### config.mk
export PLATFORM = sky130hd
export DESIGN_NAME = major_state_seq
export DESIGN_NICKNAME = d
export VERILOG_FILES = /design/src/pdp8_pkg.sv /design/src/major_state_seq.sv
export SDC_FILE = /design/constraint.sdc
export NUM_CORES = 1
export LEC_CHECK = 0
export ABC_CLOCK_PERIOD_IN_PS = 2500
export BUFFER_PORTS_ARGS = -buffer_cell sky130_fd_sc_hd__clkbuf_2
export CORE_AREA = 10 10 51 53
export CTS_BUF_LIST = sky130_fd_sc_hd__clkbuf_4 sky130_fd_sc_hd__clkbuf_8
export CTS_CLUSTER_SIZE = 14
export DETAILED_ROUTE_END_ITERATION = 16
export DIE_AREA = 0 0 61 63
export PLACE_DENSITY_LB_ADDON = 0.2
export SLEW_MARGIN = 20
export SYNTH_ARGS = -nofsm -noshare
export SYNTH_HDL_FRONTEND = slang
export SYNTH_SLANG_ARGS = --single-unit
### constraint.sdc
create_clock -name clk -period 2.5 [get_ports clk]
set_input_delay 0.25 -clock clk [delete_from_list [all_inputs] [get_ports clk]]
set_output_delay 0.25 -clock clk [all_outputs]
set_load 0.02 [all_outputs]
### src/pdp8_pkg.sv
`default_nettype none

package pdp8_pkg;

    localparam int word_w    = 12;      // Machine word
    localparam int mem_depth = 4096;    // 4K core
    localparam int offset_w  = 7;       // Page offset field of a memory reference
    localparam int eae_cnt_w = 5;       // EAE shift counter

    localparam logic [word_w-1:0] int_vector = '0;  // Return address slot

    // Major states of the sequencer
    typedef enum logic [4:0] {
        F0, FW, F1, F2, F3,             // Fetch
        D0, DW, D1, D2, D3,             // Defer
        E0, EW, E1, E2, E3,             // Execute
        H0, HW, H1, H2, H3,             // Halt and panel
        EAE0, EAE1
    } major_state_e;

    typedef enum logic [3:0] {
        OP_AND,
        OP_TAD,
        OP_ISZ,
        OP_DCA,
        OP_JMS,
        OP_JMP,
        OP_IOT,
        OP_OPR1,
        OP_OPR2,
        OP_EAE_SHL,
        OP_EAE_LSR,
        OP_NOP
    } opcode_e;

    typedef struct packed {
        opcode_e              op;
        logic                 is_mem_ref;       // Needs an execute cycle
        logic                 defer;            // Indirect bit
        logic                 is_halt;
        logic                 is_ion;
        logic                 is_iof;
        logic                 is_eae;
        logic                 is_jmp_direct;
        logic                 is_jmp_indirect;
        logic                 cur_page;         // Page bit of the address field
        logic [offset_w-1:0]  offset;
    } decoded_t;

    typedef struct packed {
        logic [word_w-1:0] sr;                  // Switch register
        logic              halt;
        logic              cont;
        logic              single_step;
        logic              dep;
    } panel_t;

endpackage

`default_nettype wire

### src/major_state_seq.sv
`timescale 1ns/1ps
`default_nettype none

module major_state_seq import pdp8_pkg::*;
(
    input  wire logic   clk,
    input  wire logic   reset,
    input  decoded_t    dec,
    input  panel_t      panel,
    input  wire logic   int_req,
    input  wire logic   int_ena,
    input  wire logic   eae_loop,
    output major_state_e state,
    output logic        int_in_prog
);

    logic step_ok;
    logic int_take;

    assign step_ok  = !panel.single_step || panel.cont;  // Single step gate
    assign int_take = int_req && int_ena;

    always_ff @(posedge clk)
    begin
        if (reset)
        begin
            state       <= H0;
            int_in_prog <= 1'b0;
        end
        else
        begin
            case (state)
                F0:
                begin
                    int_in_prog <= 1'b0;
                    if (step_ok)
                        state <= FW;
                end
                FW: state <= F1;
                F1: state <= F2;
                F2:
                begin
                    if (dec.is_eae)
                        state <= EAE0;
                    else
                        state <= F3;
                end
                F3:
                begin
                    if (dec.is_mem_ref || dec.is_jmp_indirect)
                        state <= dec.defer ? D0 : E0;
                    else if (panel.halt || dec.is_halt)
                        state <= H0;
                    else if (int_take && !dec.is_iof)   // IOF wins over a pending request
                    begin
                        int_in_prog <= 1'b1;
                        state       <= E0;
                    end
                    else
                        state <= F0;
                end

                D0:
                begin
                    if (step_ok)
                        state <= DW;
                end
                DW: state <= D1;
                D1: state <= D2;
                D2: state <= D3;
                D3:
                begin
                    if (!dec.is_jmp_indirect)
                        state <= E0;
                    else if (int_take)          // JMP I finishes here
                    begin
                        int_in_prog <= 1'b1;
                        state       <= E0;
                    end
                    else if (panel.halt)
                        state <= H0;
                    else
                        state <= F0;
                end

                E0:
                begin
                    if (step_ok)
                        state <= EW;
                end
                EW: state <= E1;
                E1: state <= E2;
                E2: state <= E3;
                E3:
                begin
                    if (panel.halt)
                        state <= H0;
                    else if (int_in_prog)       // Interrupt save just done
                        state <= F0;
                    else if (int_take)
                    begin
                        int_in_prog <= 1'b1;
                        state       <= E0;
                    end
                    else
                        state <= F0;
                end

                H0: state <= HW;
                HW:
                begin
                    if (panel.dep && !panel.cont)
                        state <= H1;            // Deposit
                    else if (panel.cont)
                        state <= panel.dep ? H0 : F0;  // Load address or continue
                end
                H1: state <= H2;
                H2: state <= H3;
                H3: state <= H0;

                EAE0: state <= EAE1;
                EAE1:
                begin
                    if (!eae_loop)
                        state <= F3;
                end
                default: state <= H0;
            endcase
        end
    end

    a_state_legal: assert property (@(posedge clk) disable iff (reset)
        state inside {[F0:EAE1]});

    a_int_entry: assert property (@(posedge clk) disable iff (reset)
        $rose(int_in_prog) |-> state == E0);

endmodule

`default_nettype wire

==> results of run 1 <==
critical path, delay by kind of cell (launching register included):
kind,cells,cell delay (ps)
flops,1,710
compound gates,2,190
simple gates,3,840
state kept, by name, indices dropped and copies added, names as in the netlist:
signal	count
state	5
int_in_prog	1
synth_stat cells, types with 3 or more instances:
cell      number
a21oi_1       11
inv_1          3
dfxtp_1        6
nor3b_1        3
clkbuf_1       8
o211ai_1       5
nand4_1        4
nor2b_1        4
nand2_1        6
nor2_1         9
nand2b_1       3
or3_1          3
o21ai_0        6
nand3_1        3
area by class of cell:
type,count,share of cell area
flip-flops and latches,6,0.138
inverters,3,0.0129
well taps,17,0.0244
multi-input cells,89,0.658
repair buffers,23,0.141
clock buffers,3,0.0259
kinds of logic after synthesis:
kind of cell,count (synthesis),share of synthesized area
flip-flops,6,0.162
AND/OR/NAND/NOR,49,0.400
AO/OA/AOI/OAI,38,0.349
XOR/XNOR,2,0.0236
buffers and inverters,13,0.0658
placed cells by master, fill, tap and decap left out, types with 2 or more instances in the layout:
master	count
nand2b_1	3
or3_1	3
inv_1	3
or2_2	2
clkbuf_4	3
dfxtp_1	6
o21ai_0	6
nor3_1	2
buf_4	3
a21oi_1	11
clkbuf_2	20
nand3_1	3
nor3b_1	3
a211oi_1	2
nor2b_1	4
nand4_1	4
nor2_1	9
a22oi_1	2
nand2_1	6
o211ai_1	5
power breakdown:
group	total [mW]	internal [mW]	switching (mW)
clock	0.0868	0.0541	0.0327
sequential	0.285	0.137	0.148
combinational	0.584	0.277	0.307
total	0.955	0.468	0.487
layer usage:
| metal | share of wire | global-route usage |
|---|---|---|
| met4 | 0.026 | 0.0742 |
| met3 | 0.058 | 0.0142 |
| met1 | 0.43 | 0.131 |
| met2 | 0.48 | 0.161 |
| met5 | 0 | 0 |
per-stage QoR:
step	total power, mW	cells	util	worst slack, ps	hold WS [ps]
2_1_floorplan	0.713	108	-	694	322
3_3_place_gp	0.860	138	0.514	567	492
3_5_place_dp	0.867	138	0.514	559	495
4_1_cts	0.957	141	0.527	649	235
5_1_grt	1.05	141	0.527	307	244
6_report	0.955	141	0.527	629	246
worst max-delay path by stage:
| stage | from | endpoint | slack [ps] | depth (start not counted) |
|---|---|---|---|---|
| 4_1_cts | state[3] | state[0] | 650 | 5 |
| 6_report | state[0] | state[3] | 630 | 5 |
| 3_3_place_gp | dec[8] | int_in_prog | 570 | 6 |
| 5_1_grt | state[0] | state[0] | 310 | 5 |
| 3_5_place_dp | dec[8] | int_in_prog | 560 | 6 |
| 2_1_floorplan | state[1] | state[3] | 690 | 7 |
==> results.yml, run 1 <==
yosys:
  synthArstFlopShare: 0
  syn_avg_cell_area_um2: 6.87
  synthTopCellsByArea: "dfxtp_1 (16%), a21oi_1 (7.4%), o211ai_1 (5.1%)"
  synth-edff-count: 0
  synth_top_area_cell: "dfxtp_1"
  synth.distinct_cells: 43
  synth_area_um2: 742
  synth_fp_nets: 149
  synth-main-ff-cell: "dfxtp_1"
  ys_seq_elements: 6
  yosysWarnings: 0
  synthCells: 108
  yosysSeqAreaShare: 0.162
  synth_top_area_share: 0.162
setup_path:
  start_kind: "flip-flop"
  rr_endpoint: "state[3]"
  slowest_stage: "dfxtp_1"
  ff2ff_path_depth: 5
  rr_startpoint: "state[0]"
  crit_required_ps: 2610
  crit_fanout: 19
  crit_path_cell_trace: "nor4bb_1 -> nand3_1 -> o21ai_0 -> or2_2 -> o211ai_1"
  crit_arrival_ps: 1980
  max_stage_delay_ps: 710
  crit_type: "reg2reg"
  reg2reg_slack_ps: 630
  worst_setup_path_end_kind: "flip-flop"
global_route:
  grt_max_degree: 22
  antenna_found_initial: 0
  grt_remaining_overflow: 0
  grt_pass1_wl_um: 3240
  grt_usage: 0.106
  grt_pass1_vias: 761
floorplan:
  start_util: 0.449
  rows: 15
  coreArea_um2: 1650
  dieHeight_um: 63
  design.die.area_um2: 3840
  io_pins: 47
  die_w_um: 61
timing:
  period_needed_ps: 1870
  fin_crit_sh: 0.748
  final.setup.tns_ps: 0
  worst_pin_slew_ps: 639
  rsz0062_at_grt: "no"
  setup_violations: 0
  fmax_mhz: 535
  hold_viol: 0
  slew_viol_final: 0
  relSlewSlack: 0.573
  skew_ps: 0.126
route:
  first_iter_violations: 27
  drc: 0
  firstDrtPassIters: 4
  via_per_inst: 6.26
  wl_per_cell_um: 14.7
  antenna_left: 0
  wl_um: 2080
  vias: 882
placement:
  dp.final_hpwl_um: 1620
  gp_congestion: 0.784
  io_buffer_count: 20
  placed_area_um2: 848
cells_and_area:
  fillers: 182
  fin_nets: 167
  regArea_um2: 120
  diodes: 0
  multi_input_area_um2: 573
  finish.instance_area_um2: 871
  area_growth_pct: 17.4
  drive_gt1_frac: 0.266
clock_network:
  clk_latency_ps: 240
  clock_sinks: 6
  cts_made_buffers: 3
  root_buffer: "clkbuf_4"
  ctsHoldBuffers: 0
  clock_path_buffers: 2
  post_cts_resized: 0
  cts.reportedPaths.clkPinSlew_ps: 40
  htree_levels: 1
  cts_setup_buffers: 0
  cts_tree: "built"
worst_hold_path:
  worst_hold_path.endpoint: "int_in_prog"
  whs_path_depth: 2
  hp-class: "in2reg"
  hold_path_startpoint: "reset"
power_and_ir_drop:
  powerDensity_nw_per_um2: 1100
  vdd_drop_max_uv: 384
  p_leak_nw: 0.348
flow_run:
  timing.max_cap.violations: 0
run_status:
  status: "finished clean"
No activity file was read; power rests on OpenSTA's default activity.
==> run 2, diff against run 1 <==
ABC_CLOCK_PERIOD_IN_PS = 1750   (was 2500)
CORE_AREA = 10 10 53 55   (was 10 10 51 53)
DIE_AREA = 0 0 63 65   (was 0 0 61 63)
clock period = 1.75 ns   (was 2.5 ns; I/O delays follow)
==> results.yml, run 2 (synthesized netlist as in run 1, its figures left out) <==
setup_path:
  worst_setup_path_end_kind: "flip-flop"
  crit_type: "reg2reg"
  crit_required_ps: 1900
  start_kind: "flip-flop"
  crit_fanout: 11
  crit_arrival_ps: 1810
floorplan:
  design.die.area_um2: 4100
  die_w_um: 63
  io_pins: 47
  coreArea_um2: 1860
  rows: 16
  dieHeight_um: 65
  start_util: 0.399
placement:
  dpl_worst_slack_ps: -52.2
  gp_congestion: 0.852
  dp_cells: 163
  placed_area_um2: 973
  dp.final_hpwl_um: 1880
  io_buffer_count: 20
cells_and_area:
  reg.largest.list: "state: 5 flops, int_in_prog: 1 flops"
  finish.instance_area_um2: 1010
  layout_common_cells: "clkbuf_2 (20), buf_4 (18), a21oi_1 (11), nor2_1 (9)"
  fillers: 190
  layout_commonest_cell: "clkbuf_2"
  fin_nets: 182
  regMostFlops: "state"
  area_growth_pct: 36.4
  final_util: 0.544
  stdcell_count: 166
  drive_gt1_frac: 0.381
  largest_reg_flops: 5
  diodes: 0
global_route:
  grt_remaining_overflow: 0
  antenna_found_initial: 0
  grt_usage: 0.115
  grt_pass1_vias: 889
  grt_pass1_wl_um: 3940
  grt_max_degree: 15
timing:
  fin_crit_sh: 0.947
  setup_violations: 0
  fmax_mhz: 604
  slew_viol_final: 0
  relSlewSlack: 0.730
  hold_viol: 0
  period_needed_ps: 1660
  timing.hold.ws_ps: 150
  worst_pin_slew_ps: 399
  skew_ps: 14.5
  final.setup.tns_ps: 0
  timing.final.ws_setup_ps: 93.4
route:
  via_per_inst: 5.70
  firstDrtPassIters: 4
  first_iter_violations: 28
  drc: 0
  vias: 946
  wl_per_cell_um: 14.3
  antenna_left: 0
  wl_um: 2380
power_and_ir_drop:
  finalPower_mw: 1.59
  vdd_drop_max_uv: 720
  powerDensity_nw_per_um2: 1570
  p_leak_nw: 0.421
clock_network:
  htree_levels: 1
  clk_latency_ps: 270
  cts_made_buffers: 3
  clock_path_buffers: 2
  cts.reportedPaths.clkPinSlew_ps: 60
  root_buffer: "clkbuf_4"
  clock_sinks: 6
  cts_tree: "built"
worst_hold_path:
  hp-class: "in2reg"
run_status:
  status: "finished clean"
flow_run:
  timing.max_cap.violations: 0
[run 2: cell type report]
class                      count  area [µm²]  share of cell area
tap                           27        33.8              0.0334
multi-input combinational     89         586               0.578
inverter                       3        11.3              0.0111
clock buffer                   3        22.5              0.0222
timing repair buffer          38         235               0.232
sequential                     6         124               0.122
[run 2: worst paths after layout]
check,slack (ps),cells after the start,from,end
worst max-delay path,90,5,state[2],state[2]
worst min register to register,550,2,int_in_prog,int_in_prog
worst max register to register,90,5,state[2],state[2]
worst min-delay path,150,2,reset,int_in_prog
[run 2: repair_timing]
item	CTS	global route
hold endpoints to repair	0	0
setup buffers	0	0
hold buffers	0	0
endpoints found under the setup margin	0	5
gates resized for setup	0	5
[run 2: worst max-delay path: stages (launching register included)]
cell	delay, ps
dfxtp_1	540
nand4bb_1	220
nor2_1	70
a32oi_1	190
o211ai_1	130
or3_1	390
[run 2: power breakdown]
part / switching [mW] / internal (mW)
registers: 0.133 / 0.203
logic: 0.570 / 0.542
clock network: 0.0658 / 0.0786
total: 0.769 / 0.824
[run 2: metal layers]
layer  global-route usage  vias up  wire length, µm  share of wire
li1                     -      475                -              -
met1                0.132      453             1030           0.43
met2                0.194       13             1200           0.50
met3               0.0344        5              111          0.047
met4               0.0503        0               39          0.016
met5                    0        -                0              0
