**src/pdp8_pkg.sv**
```systemverilog
`default_nettype none

package pdp8_pkg;

    localparam int word_w    = 12;      // Machine word
    localparam int mem_depth = 4096;    // 4K core
    localparam int offset_w  = 7;       // Page offset field of a memory reference
    localparam int eae_cnt_w = 5;       // EAE shift counter

    localparam logic [word_w-1:0] int_vector = '0;  // Return address slot

    // Major states of the sequencer
    typedef enum logic [4:0] {
        F0, FW, F1, F2, F3,             // Fetch
        D0, DW, D1, D2, D3,             // Defer
        E0, EW, E1, E2, E3,             // Execute
        H0, HW, H1, H2, H3,             // Halt and panel
        EAE0, EAE1
    } major_state_e;

    typedef enum logic [3:0] {
        OP_AND,
        OP_TAD,
        OP_ISZ,
        OP_DCA,
        OP_JMS,
        OP_JMP,
        OP_IOT,
        OP_OPR1,
        OP_OPR2,
        OP_EAE_SHL,
        OP_EAE_LSR,
        OP_NOP
    } opcode_e;

    typedef struct packed {
        opcode_e              op;
        logic                 is_mem_ref;       // Needs an execute cycle
        logic                 defer;            // Indirect bit
        logic                 is_halt;
        logic                 is_ion;
        logic                 is_iof;
        logic                 is_eae;
        logic                 is_jmp_direct;
        logic                 is_jmp_indirect;
        logic                 cur_page;         // Page bit of the address field
        logic [offset_w-1:0]  offset;
    } decoded_t;

    typedef struct packed {
        logic [word_w-1:0] sr;                  // Switch register
        logic              halt;
        logic              cont;
        logic              single_step;
        logic              dep;
    } panel_t;

endpackage

`default_nettype wire

```
**src/instr_decode.sv**
```systemverilog
`timescale 1ns/1ps
`default_nettype none

module instr_decode import pdp8_pkg::*;
(
    input  wire logic [word_w-1:0] ir,
    output decoded_t               dec
);

    logic mem_field;

    assign mem_field = (ir[11:9] < 3'd6);   // Opcodes 0 to 5 carry an address

    always_comb
    begin
        dec    = '0;
        dec.op = OP_NOP;
        casez (ir)
            12'b000?????????: dec.op = OP_AND;
            12'b001?????????: dec.op = OP_TAD;
            12'b010?????????: dec.op = OP_ISZ;
            12'b011?????????: dec.op = OP_DCA;
            12'b100?????????: dec.op = OP_JMS;
            12'b101?????????: dec.op = OP_JMP;
            12'b110?????????: dec.op = OP_IOT;
            12'b1110????????: dec.op = OP_OPR1;
            12'b1111???????0: dec.op = OP_OPR2;
            12'b1111??0?1011: dec.op = OP_EAE_SHL;  // 7413
            12'b1111??0?1111: dec.op = OP_EAE_LSR;  // 7417
            default:          dec.op = OP_NOP;      // Rest of group 3
        endcase

        dec.is_mem_ref = mem_field && (ir[11:9] != 3'd5);
        dec.defer      = mem_field && ir[8];
        dec.is_halt    = (dec.op == OP_OPR2) && ir[1];
        dec.is_ion     = (ir == 12'o6001);
        dec.is_iof     = (ir == 12'o6002);
        dec.is_eae     = (dec.op == OP_EAE_SHL) || (dec.op == OP_EAE_LSR);
        dec.is_jmp_direct   = (dec.op == OP_JMP) && !ir[8];
        dec.is_jmp_indirect = (dec.op == OP_JMP) && ir[8];
        dec.cur_page   = ir[7];
        dec.offset     = ir[offset_w-1:0];
    end

    // The sequencer sends an EAE code to EAE0, never through defer or execute
    always_comb
    begin
        assert final (!(dec.is_eae && (dec.is_mem_ref || dec.defer)))
            else $error("EAE code decoded as memory reference");
    end

endmodule

`default_nettype wire

```
**config.mk**
```make
export PLATFORM = sky130hd
export DESIGN_NAME = instr_decode
export DESIGN_NICKNAME = d
export VERILOG_FILES = /design/src/pdp8_pkg.sv /design/src/instr_decode.sv
export SDC_FILE = /design/constraint.sdc
export NUM_CORES = 1
export LEC_CHECK = 0
export ABC_AREA = 1
export BUFFER_PORTS_ARGS = -buffer_cell sky130_fd_sc_hd__buf_4
export CAP_MARGIN = 40
export CORE_AREA = 2 2 39 41
export DETAILED_ROUTE_END_ITERATION = 8
export DIE_AREA = 0 0 41 43
export GPL_TIMING_DRIVEN = 0
export PLACE_DENSITY = 0.59
export SLEW_MARGIN = 40
export SYNTH_ARGS = -nofsm -noshare
export SYNTH_HDL_FRONTEND = slang
export SYNTH_SLANG_ARGS = --single-unit
```
**constraint.sdc**
```tcl
create_clock -name vclk -period 1
set_input_delay 0.2 -clock vclk [all_inputs]
set_output_delay 0.2 -clock vclk [all_outputs]
set_load 0.05 [all_outputs]
```
==> summary.txt, run 1 <==
result of the run -> finished with violations
failing checks -> setup timing
share of final-layout standard cells stronger than drive strength 1 -> 86.7%
Post-CTS Hold Buffers -> 0
startpoint type of the worst setup path -> primary input
number of iterations in the first detailed-routing pass -> 1
top cells by area, synth -> sky130_fd_sc_hd__buf_4 (21%), sky130_fd_sc_hd__nor2_1 (17%), sky130_fd_sc_hd__nand3_1 (12%)
synthesized instance count -> 56
overall power after layout -> 0.000476 W
final number of setup-violating endpoints -> 8
Routed Wire Length -> 1200 µm
area occupied by multi-input gates -> 359 µm²
diode insertion count for antenna repair -> 0
number of hold-slack violations in the final timing report -> 0
GRT Residual Overflow -> 0
pin slew with the least headroom to its limit -> 0.208 ns
overall track demand over capacity in global routing -> 14.2%
maximum net fanout on the critical path -> 4
number of nets produced by synthesis -> 68
total via count after detailed routing -> 488
residual antenna-violating net count after detailed routing -> 0
HP Start -> ir[0]
total power density per cell area -> 493 nW/µm²
Die Wd -> 41 µm
hold-critical path depth -> 3
average routed wire per standard cell -> 10.5 µm
post-layout worst setup margin -> -0.117 ns
die extent in y -> 43 µm
sum of negative setup slack -> -0.692 ns
worst hold path type -> primary input to output port
area overhead of the layout relative to synthesis -> 236%
dominant combinational cell family by area after synthesis -> simple AND/OR/NAND/NOR gates
post-detailed-route via-to-cell ratio -> 4.28
type of destination of the critical path -> output port
Worst Setup SP -> ir[10]
unrepaired setup endpoints after global routing -> true
multiplexer fraction of the synthesized cell area -> 0%
via count of the first global-routing pass -> 449
Pleak -> 0.448 nW
Netlist cell types -> 14
Initial Util -> 20.8%
pin count of the biggest net entering global routing -> 8
Row Count -> 14
MaxCap Viol Count -> 0
initial antenna violation count -> 0
synthesized area divided by synthesized cell count -> 5.14 µm²
xor/xnor share of the synthesized area -> 0%
clock buffers -> 0
Synth top cells by count -> sky130_fd_sc_hd__nor2_1 (13), sky130_fd_sc_hd__inv_1 (9), sky130_fd_sc_hd__buf_4 (8), sky130_fd_sc_hd__nand2_1 (8), sky130_fd_sc_hd__nand3_1 (7)
flip-flop and latch count -> 0
post-route fraction of the period consumed by the critical path -> 112%
starting DRC count in detailed routing -> 0
Register Area -> 0 µm²
synthesis warning total -> 0
CP Data Arrival Time -> 0.92 ns
share of the synthesized area in compound gates (AO/OA/AOI/OAI) -> 3.48%
final worst path period need -> 1.12 ns
max-slew violation count -> 0
post-synthesis adder-cell area fraction -> 0%
quantity of I/O buffers inserted on ports -> 32
first-pass GRT wire length -> 1890 µm
area share of the largest cell type after synthesis -> 20.9%
nets -> 112
CP Data Required Time -> 0.80 ns
placeable core region -> 1380 µm²
Worst Hold Endpoint -> dec[13]
global placer's final weighted congestion -> 0.695
Critical Setup Path Class -> primary input to output port
Filler Cells Inserted -> 115
detailed-placement wirelength estimate -> 831 µm
Worst IR Drop VDD -> 0.000224 V
area leader, netlist -> sky130_fd_sc_hd__buf_4
core occupancy in the finished layout -> 69.8%
worst relative slew slack -> 86.1%
DRC -> 0
sequential share of the synthesized area -> 0%
DIE AREA -> 1760 µm²
I/O pin count -> 32
worst slack, placed -> -0.277 ns
most common cell in the netlist -> sky130_fd_sc_hd__nor2_1
final cell count without fillers -> 114
upper clock frequency limit -> 895 MHz
Syn Std Cell Area -> 288 µm²
cell count after placement -> 104
Post-Synth Simple-Gate Area -> 63.9%
[worst max-delay path: stages]
cell and delay, ns:
sky130_fd_sc_hd__buf_12 0.11, sky130_fd_sc_hd__buf_6 0.11, sky130_fd_sc_hd__nand3b_1 0.18, sky130_fd_sc_hd__nor2_1 0.14, sky130_fd_sc_hd__buf_6 0.17
[how the worst max path moves through the flow]
stage                         end  slack, ns  cells past startpoint
after CTS                 dec[12]      -0.17                      5
after global routing      dec[12]      -0.17                      6
after floorplan            dec[8]      -0.21                      2
after global placement    dec[11]      -0.27                      6
final                      dec[9]      -0.12                      5
after detailed placement  dec[12]      -0.28                      6
[power by group]
group | total (W) | switching [W] | internal [W]
clock | 0 | 0 | 0
combinational | 0.000476 | 0.000262 | 0.000214
sequential | 0 | 0 | 0
total | 0.000476 | 0.000262 | 0.000214
[kinds of logic (layout without fill, tap and decap cells)]
family	Yosys count	count (layout)
simple gates	37	37
buf+inv	17	59
compound gates	2	2
[placed cells by master, fill, tap and decap left out, drive strengths merged]
cell and instances:
buf 50, nor4 1, nand3b 1, nand3 8
nand2 10, nand4 2, inv 8, nor2 14
o21ai 2, nor3 1, clkinvlp 1
[layer usage]
| metal | track usage (%) | vias up | part of all wire [%] |
|---|---|---|---|
| met5 | 0 | - | 0 |
| met4 | 0 | 0 | 0 |
| met3 | 0.524 | 0 | 5.9 |
| met2 | 24.7 | 14 | 58 |
| met1 | 19.6 | 221 | 36 |
| li1 | - | 253 | - |
[final cells by class]
type / count / area share [%]
Timing Repair Buffer: 42 / 49.1
Multi-Input combinational cell: 39 / 37.2
Buffer: 8 / 6.22
Inverter: 9 / 5.44
Tap cell: 16 / 2.07
[metrics by stage]
stage	hold slack, ns	instance area [µm²]
3_3_place_gp	0.748	649
6_report	0.696	966
3_5_place_dp	0.752	649
2_1_floorplan	0.467	389
5_1_grt	0.706	966
4_1_cts	0.698	873
[timing repair]
action | CTS | global route
cloned | 0 | 0
pin swaps | 18 | 16
gates resized for setup | 50 | 22
buffers inserted | 8 | 2
endpoints found under the setup margin | 10 | 11
No activity file was read; power rests on OpenSTA's default activity.
==> run 2, diff against run 1 <==
ABC_CLOCK_PERIOD_IN_PS = 1000   (was default)
BUFFER_PORTS_ARGS = -buffer_cell sky130_fd_sc_hd__buf_2   (was -buffer_cell sky130_fd_sc_hd__buf_4)
==> run 2 against run 1 <==
  * The flow still finishes with violations (setup timing)
  * Non-clock buffer count down 3
  * First-iteration DRC count up 2
  * Final area fell by 12%
  * Global-route usage down 2.8 points
  * Worst hold slack got worse by 0.0078 ns
  * Setup slack lost 0.034 ns
  * Critical endpoint is now dec[12]
  * Highest routed layer unchanged
==> summary.txt, run 2 (synthesis gave the netlist of run 1 again) <==
Initial Util -> 20.8% (unchanged)
Critical Path Most Common Cell -> sky130_fd_sc_hd__nor2_4
total power density per cell area -> 496 nW/µm² (+0.56%)
Filler Cells Inserted -> 125 (+8.7%)
max-slew violation count -> 0 (unchanged)
most common cell after layout, fill and taps aside -> sky130_fd_sc_hd__buf_4
worst hold path type -> primary input to output port
type of destination of the critical path -> output port
DIE AREA -> 1760 µm² (unchanged)
CP Data Required Time -> 0.80 ns (about the same)
total via count after detailed routing -> 481 (-1.4%)
startpoint type of the worst setup path -> primary input
initial antenna violation count -> 0 (unchanged)
nets -> 109 (-2.7%)
DRC -> 0 (unchanged)
diode insertion count for antenna repair -> 0 (unchanged)
largest stage delay on the critical path -> 0.23 ns (+0.05 ns)
switching power as a share of total power -> 57.2% (+2.2 points)
highest-delay cell along the critical path -> sky130_fd_sc_hd__nand4_1
post-layout worst setup margin -> -0.152 ns (-0.0345 ns)
flip-flop and latch count -> 0 (unchanged)
Cell Int Power -> 0.000180 W (-16%)
Worst IR Drop VDD -> 0.000229 V (+2.5%)
unrepaired setup endpoints after global routing -> true
core occupancy in the finished layout -> 61.3% (-8.5 points)
overall track demand over capacity in global routing -> 11.4% (-2.8 points)
Routed Wire Length -> 975 µm (-18%)
via count of the first global-routing pass -> 372 (-17%)
switching power summed over all nets -> 0.000241 W (-8.2%)
failing checks -> setup timing
GRT Residual Overflow -> 0 (unchanged)
residual antenna-violating net count after detailed routing -> 0 (unchanged)
share of final-layout standard cells stronger than drive strength 1 -> 75.8% (-11 points)
Die Wd -> 41 µm (unchanged)
average routed wire per standard cell -> 8.78 µm (-16%)
global placer's final weighted congestion -> 0.687 (-1.2%)
final worst path period need -> 1.15 ns (+0.0345 ns)
combinational power share -> 100.0% (about the same)
number of hold-slack violations in the final timing report -> 0 (unchanged)
detailed-placement wirelength estimate -> 757 µm (-8.9%)
worst relative slew slack -> 82.6% (-3.5 points)
number of iterations in the first detailed-routing pass -> 2 (+1)
Row Count -> 14 (unchanged)
die extent in y -> 43 µm (unchanged)
final number of setup-violating endpoints -> 7 (-1)
starting DRC count in detailed routing -> 2 (+2)
Pleak -> 0.406 nW (-9.4%)
first-pass GRT wire length -> 1510 µm (-20%)
I/O pin count -> 32 (unchanged)
quantity of I/O buffers inserted on ports -> 32 (unchanged)
final cell count without fillers -> 111 (-2.6%)
Critical Setup Path Class -> primary input to output port
result of the run -> finished with violations
MaxCap Viol Count -> 0 (unchanged)
maximum net fanout on the critical path -> 7 (+3)
pin count of the biggest net entering global routing -> 9 (+1)
upper clock frequency limit -> 868 MHz (-3.0%)
Register Area -> 0 µm² (unchanged)
placeable core region -> 1380 µm² (unchanged)
CP Data Arrival Time -> 0.95 ns (+0.03 ns)
clock buffers -> 0 (unchanged)
Fin Hold WS -> 0.689 ns (-0.00775 ns)
area overhead of the layout relative to synthesis -> 195%
Post-CTS Hold Buffers -> 0 (unchanged)
clock network fraction of total power -> 0% (unchanged)
post-detailed-route via-to-cell ratio -> 4.33 (+1.2%)
post-route fraction of the period consumed by the critical path -> 115% (+3.4 points)
commonest cells after routing, fill and taps aside -> sky130_fd_sc_hd__buf_4 (16), sky130_fd_sc_hd__buf_6 (13), sky130_fd_sc_hd__buf_2 (9)
cells along the critical path -> buf_12, nor2_4, nand4_1, nor2_4, buf_8
part of the total power dissipated in sequential elements -> 0% (unchanged)
cell count after placement -> 104 (unchanged)
pin slew with the least headroom to its limit -> 0.261 ns (+0.0531 ns)
[run 2: layout make-up]
cell class / instances / area [µm²] / share of cell area [%]
Multi-Input combinational cell: 39 / 325 / 38.3
Tap cell: 16 / 20.0 / 2.36
Inverter: 9 / 43.8 / 5.16
Buffer: 8 / 60.1 / 7.08
Timing Repair Buffer: 39 / 399 / 47.1
[run 2: what timing repair did]
action | 4_1_cts | 5_1_grt
setup buffers | 6 | 1
pin swaps | 12 | 5
endpoints found under the setup margin | 11 | 11
gates resized for setup | 57 | 12
[run 2: final timing paths]
path | from | end | slack (ns) | cells after the start
worst max-delay path | ir[8] | dec[12] | -0.15 | 5
worst min-delay path | ir[8] | dec[9] | 0.69 | 3
[run 2: through the flow]
stage | area (µm²) | TNS, ns | worst slack (ns) | power (W)
6_report | 848 | -0.669 | -0.152 | 0.000420
5_1_grt | 848 | -1.04 | -0.189 | 0.000447
2_1_floorplan | 389 | -0.906 | -0.209 | 0.000221
4_1_cts | 800 | -0.720 | -0.159 | 0.000405
3_5_place_dp | 569 | -2.73 | -0.393 | 0.000310
3_3_place_gp | 569 | -2.69 | -0.386 | 0.000309
[run 2: routing by layer]
metal | GRT usage (%) | part of all wire (%) | up-vias
met2 | 20.3 | 59 | 14
met5 | 0 | 0 | -
li1 | - | - | 252
met1 | 15.2 | 34 | 215
met3 | 0.524 | 7.0 | 0
met4 | 0 | 0 | 0
[run 2: power by group through the flow]
| stage | logic, W | registers [W] | clock network [W] |
|---|---|---|---|
| CTS | 0.000405 | 0 | 0 |
| global placement | 0.000309 | 0 | 0 |
| global route | 0.000447 | 0 | 0 |
| finish | 0.000420 | 0 | 0 |
| floorplan | 0.000221 | 0 | 0 |
| detailed placement | 0.000310 | 0 | 0 |
[run 2: worst max-delay path, delay by kind of cell]
kind          cells  cell delay [ns]
simple gates      3             0.49
buf+inv           2             0.26
==> run 3, diff against run 2 <==
ABC_CLOCK_PERIOD_IN_PS = 1400   (was 1000)
CAP_MARGIN = 20   (was 40)
CELL_PAD_IN_SITES_DETAIL_PLACEMENT = 1   (was default)
CELL_PAD_IN_SITES_GLOBAL_PLACEMENT = 1   (was default)
CORE_AREA = default   (was 2 2 39 41)
CORE_UTILIZATION = 22   (was default)
DIE_AREA = default   (was 0 0 41 43)
PLACE_DENSITY = 0.94   (was 0.59)
clock period = 1.4 ns   (was 1 ns; I/O delays follow)
==> run 3 against run 2 <==
  * The flow now finishes without violations
  * Global-route usage is 3.9 points higher
  * Clock-buffer cell count stayed put
  * Utilization is 16 points lower
  * Final area is 39% lower
  * Critical path type unchanged
  * Largest cell class unchanged
==> summary.txt, run 3 (synthesis gave the netlist of run 1 again) <==
max-slew violation count -> 0 (unchanged)
clock network fraction of total power -> 0% (unchanged)
quantity of I/O buffers inserted on ports -> 32 (unchanged)
share of final-layout standard cells stronger than drive strength 1 -> 56.8% (-19 points)
maximum net fanout on the critical path -> 6 (-1)
Filler Cells Inserted -> 175 (+40%)
cells along the critical path -> buf_2, nand2_1, inv_1, nand2_1, nand3_2, nand3_2, buf_6
area overhead of the layout relative to synthesis -> 80.9%
switching power summed over all nets -> 0.000147 W (-39%)
Cell Int Power -> 0.0000637 W (-65%)
largest stage delay on the critical path -> 0.15 ns (-0.08 ns)
CP Data Required Time -> 1.12 ns (+0.32 ns)
combinational power share -> 100.0% (about the same)
diode insertion count for antenna repair -> 0 (unchanged)
pin count of the biggest net entering global routing -> 9 (unchanged)
global placer's final weighted congestion -> 0.678 (-1.2%)
clock buffers -> 0 (unchanged)
initial antenna violation count -> 0 (unchanged)
Pleak -> 0.311 nW (-24%)
starting DRC count in detailed routing -> 4 (+2)
grt met3 use -> 0% (-0.52 points)
Row Count -> 12 (-2)
switching power as a share of total power -> 69.8% (+13 points)
Fin Hold WS -> 0.955 ns (+0.266 ns)
first-pass GRT wire length -> 1690 µm (+12%)
part of the total power dissipated in sequential elements -> 0% (unchanged)
startpoint type of the worst setup path -> primary input
post-layout worst setup margin -> 0.0809 ns (+0.232 ns)
average routed wire per standard cell -> 9.76 µm (+11%)
worst slack, placed -> -0.0251 ns (+0.368 ns)
most common cell after layout, fill and taps aside -> sky130_fd_sc_hd__buf_2
CP Data Arrival Time -> 1.04 ns (+0.09 ns)
commonest cells after routing, fill and taps aside -> sky130_fd_sc_hd__buf_2 (25), sky130_fd_sc_hd__nor2_1 (11), sky130_fd_sc_hd__buf_4 (11)
type of destination of the critical path -> output port
met2 usage in global routing -> 30.5% (+10 points)
flip-flop and latch count -> 0 (unchanged)
DRC -> 0 (unchanged)
post-detailed-route via-to-cell ratio -> 4.52 (+4.3%)
total via count after detailed routing -> 461 (-4.2%)
worst relative slew slack -> 83.2% (+0.65 points)
MaxCap Viol Count -> 0 (unchanged)
Critical Setup Path Class -> primary input to output port
worst hold path type -> primary input to output port
unrepaired setup endpoints after global routing -> false
Initial Util -> 24.9% (+4.1 points)
detailed-placement wirelength estimate -> 894 µm (+18%)
met1 GRT Util -> 19.1% (+3.9 points)
pin slew with the least headroom to its limit -> 0.254 ns (-0.00721 ns)
via count of the first global-routing pass -> 433 (+16%)
placeable core region -> 1160 µm² (-16%)
final number of setup-violating endpoints -> 0 (-7)
number of iterations in the first detailed-routing pass -> 3 (+1)
highest-delay cell along the critical path -> sky130_fd_sc_hd__buf_6
upper clock frequency limit -> 758 MHz
DIE AREA -> 1460 µm² (-17%)
Register Area -> 0 µm² (unchanged)
post-route fraction of the period consumed by the critical path -> 94.2%
I/O pin count -> 32 (unchanged)
Worst IR Drop VDD -> 0.000125 V (-45%)
final worst path period need -> 1.32 ns
result of the run -> finished, final reports clean
total power density per cell area -> 405 nW/µm² (-18%)
sum of negative setup slack -> 0 ns (+0.669 ns)
Die Wd -> 38.2 µm (-6.9%)
peak-usage layer in the global routing report -> met2
cell count after placement -> 102 (-1.9%)
residual antenna-violating net count after detailed routing -> 0 (unchanged)
die extent in y -> 38.2 µm (-11%)
GRT Residual Overflow -> 0 (unchanged)
overall power after layout -> 0.000211 W (-50%)
number of hold-slack violations in the final timing report -> 0 (unchanged)
final cell count without fillers -> 102 (-8.1%)
number of setup buffers added after CTS -> 0 (-6)
Routed Wire Length -> 996 µm (+2.2%)
nets -> 102 (-6.4%)
overall track demand over capacity in global routing -> 15.3% (+3.9 points)
run 3: repair_timing:
item                       4_1_cts  5_1_grt
resized for setup                4        8
gates cloned                     0        0
setup endpoints to repair        4        6
hold buffers                     0        0
run 3: critical path, delay by kind of cell:
family / cells / cell delay, ns
buf+inv: 3 / 0.34
simple gates: 4 / 0.41
run 3: path summary, 6_finish.rpt:
kind | startpoint | end | slack (ns) | depth (start not counted)
min | ir[0] | dec[13] | 0.95 | 3
max | ir[0] | dec[16] | 0.08 | 7
run 3: power groups by stage:
stage	Clock [W]	Combinational (W)	Sequential [W]
after CTS	0	0.000209	0
after floorplan	0	0.000144	0
after detailed placement	0	0.000206	0
after global routing	0	0.000226	0
after global placement	0	0.000202	0
final	0	0.000211	0
run 3: stage by stage:
stage / utilization [%] / area [µm²]
after floorplan: - / 314
after global placement: 42.5 / 492
after detailed placement: 42.5 / 492
after CTS: 43.4 / 502
after global routing: 45.0 / 520
final: 45.0 / 520
run 3: cell type report:
type                       count  area, µm²  area share, %
tap                           14       17.5           3.37
timing repair buffer          32        189           36.3
buffer                         8       60.1           11.5
multi-input combinational     39        220           42.3
inverter                       9       33.8           6.49
run 3: layer usage:
metal | routed length [µm] | share of wire, % | up-vias
li1 | - | - | 234
met1 | 417 | 42 | 211
met2 | 524 | 53 | 16
met3 | 55 | 5.5 | 0
met4 | 0 | 0 | 0
met5 | 0 | 0 | -
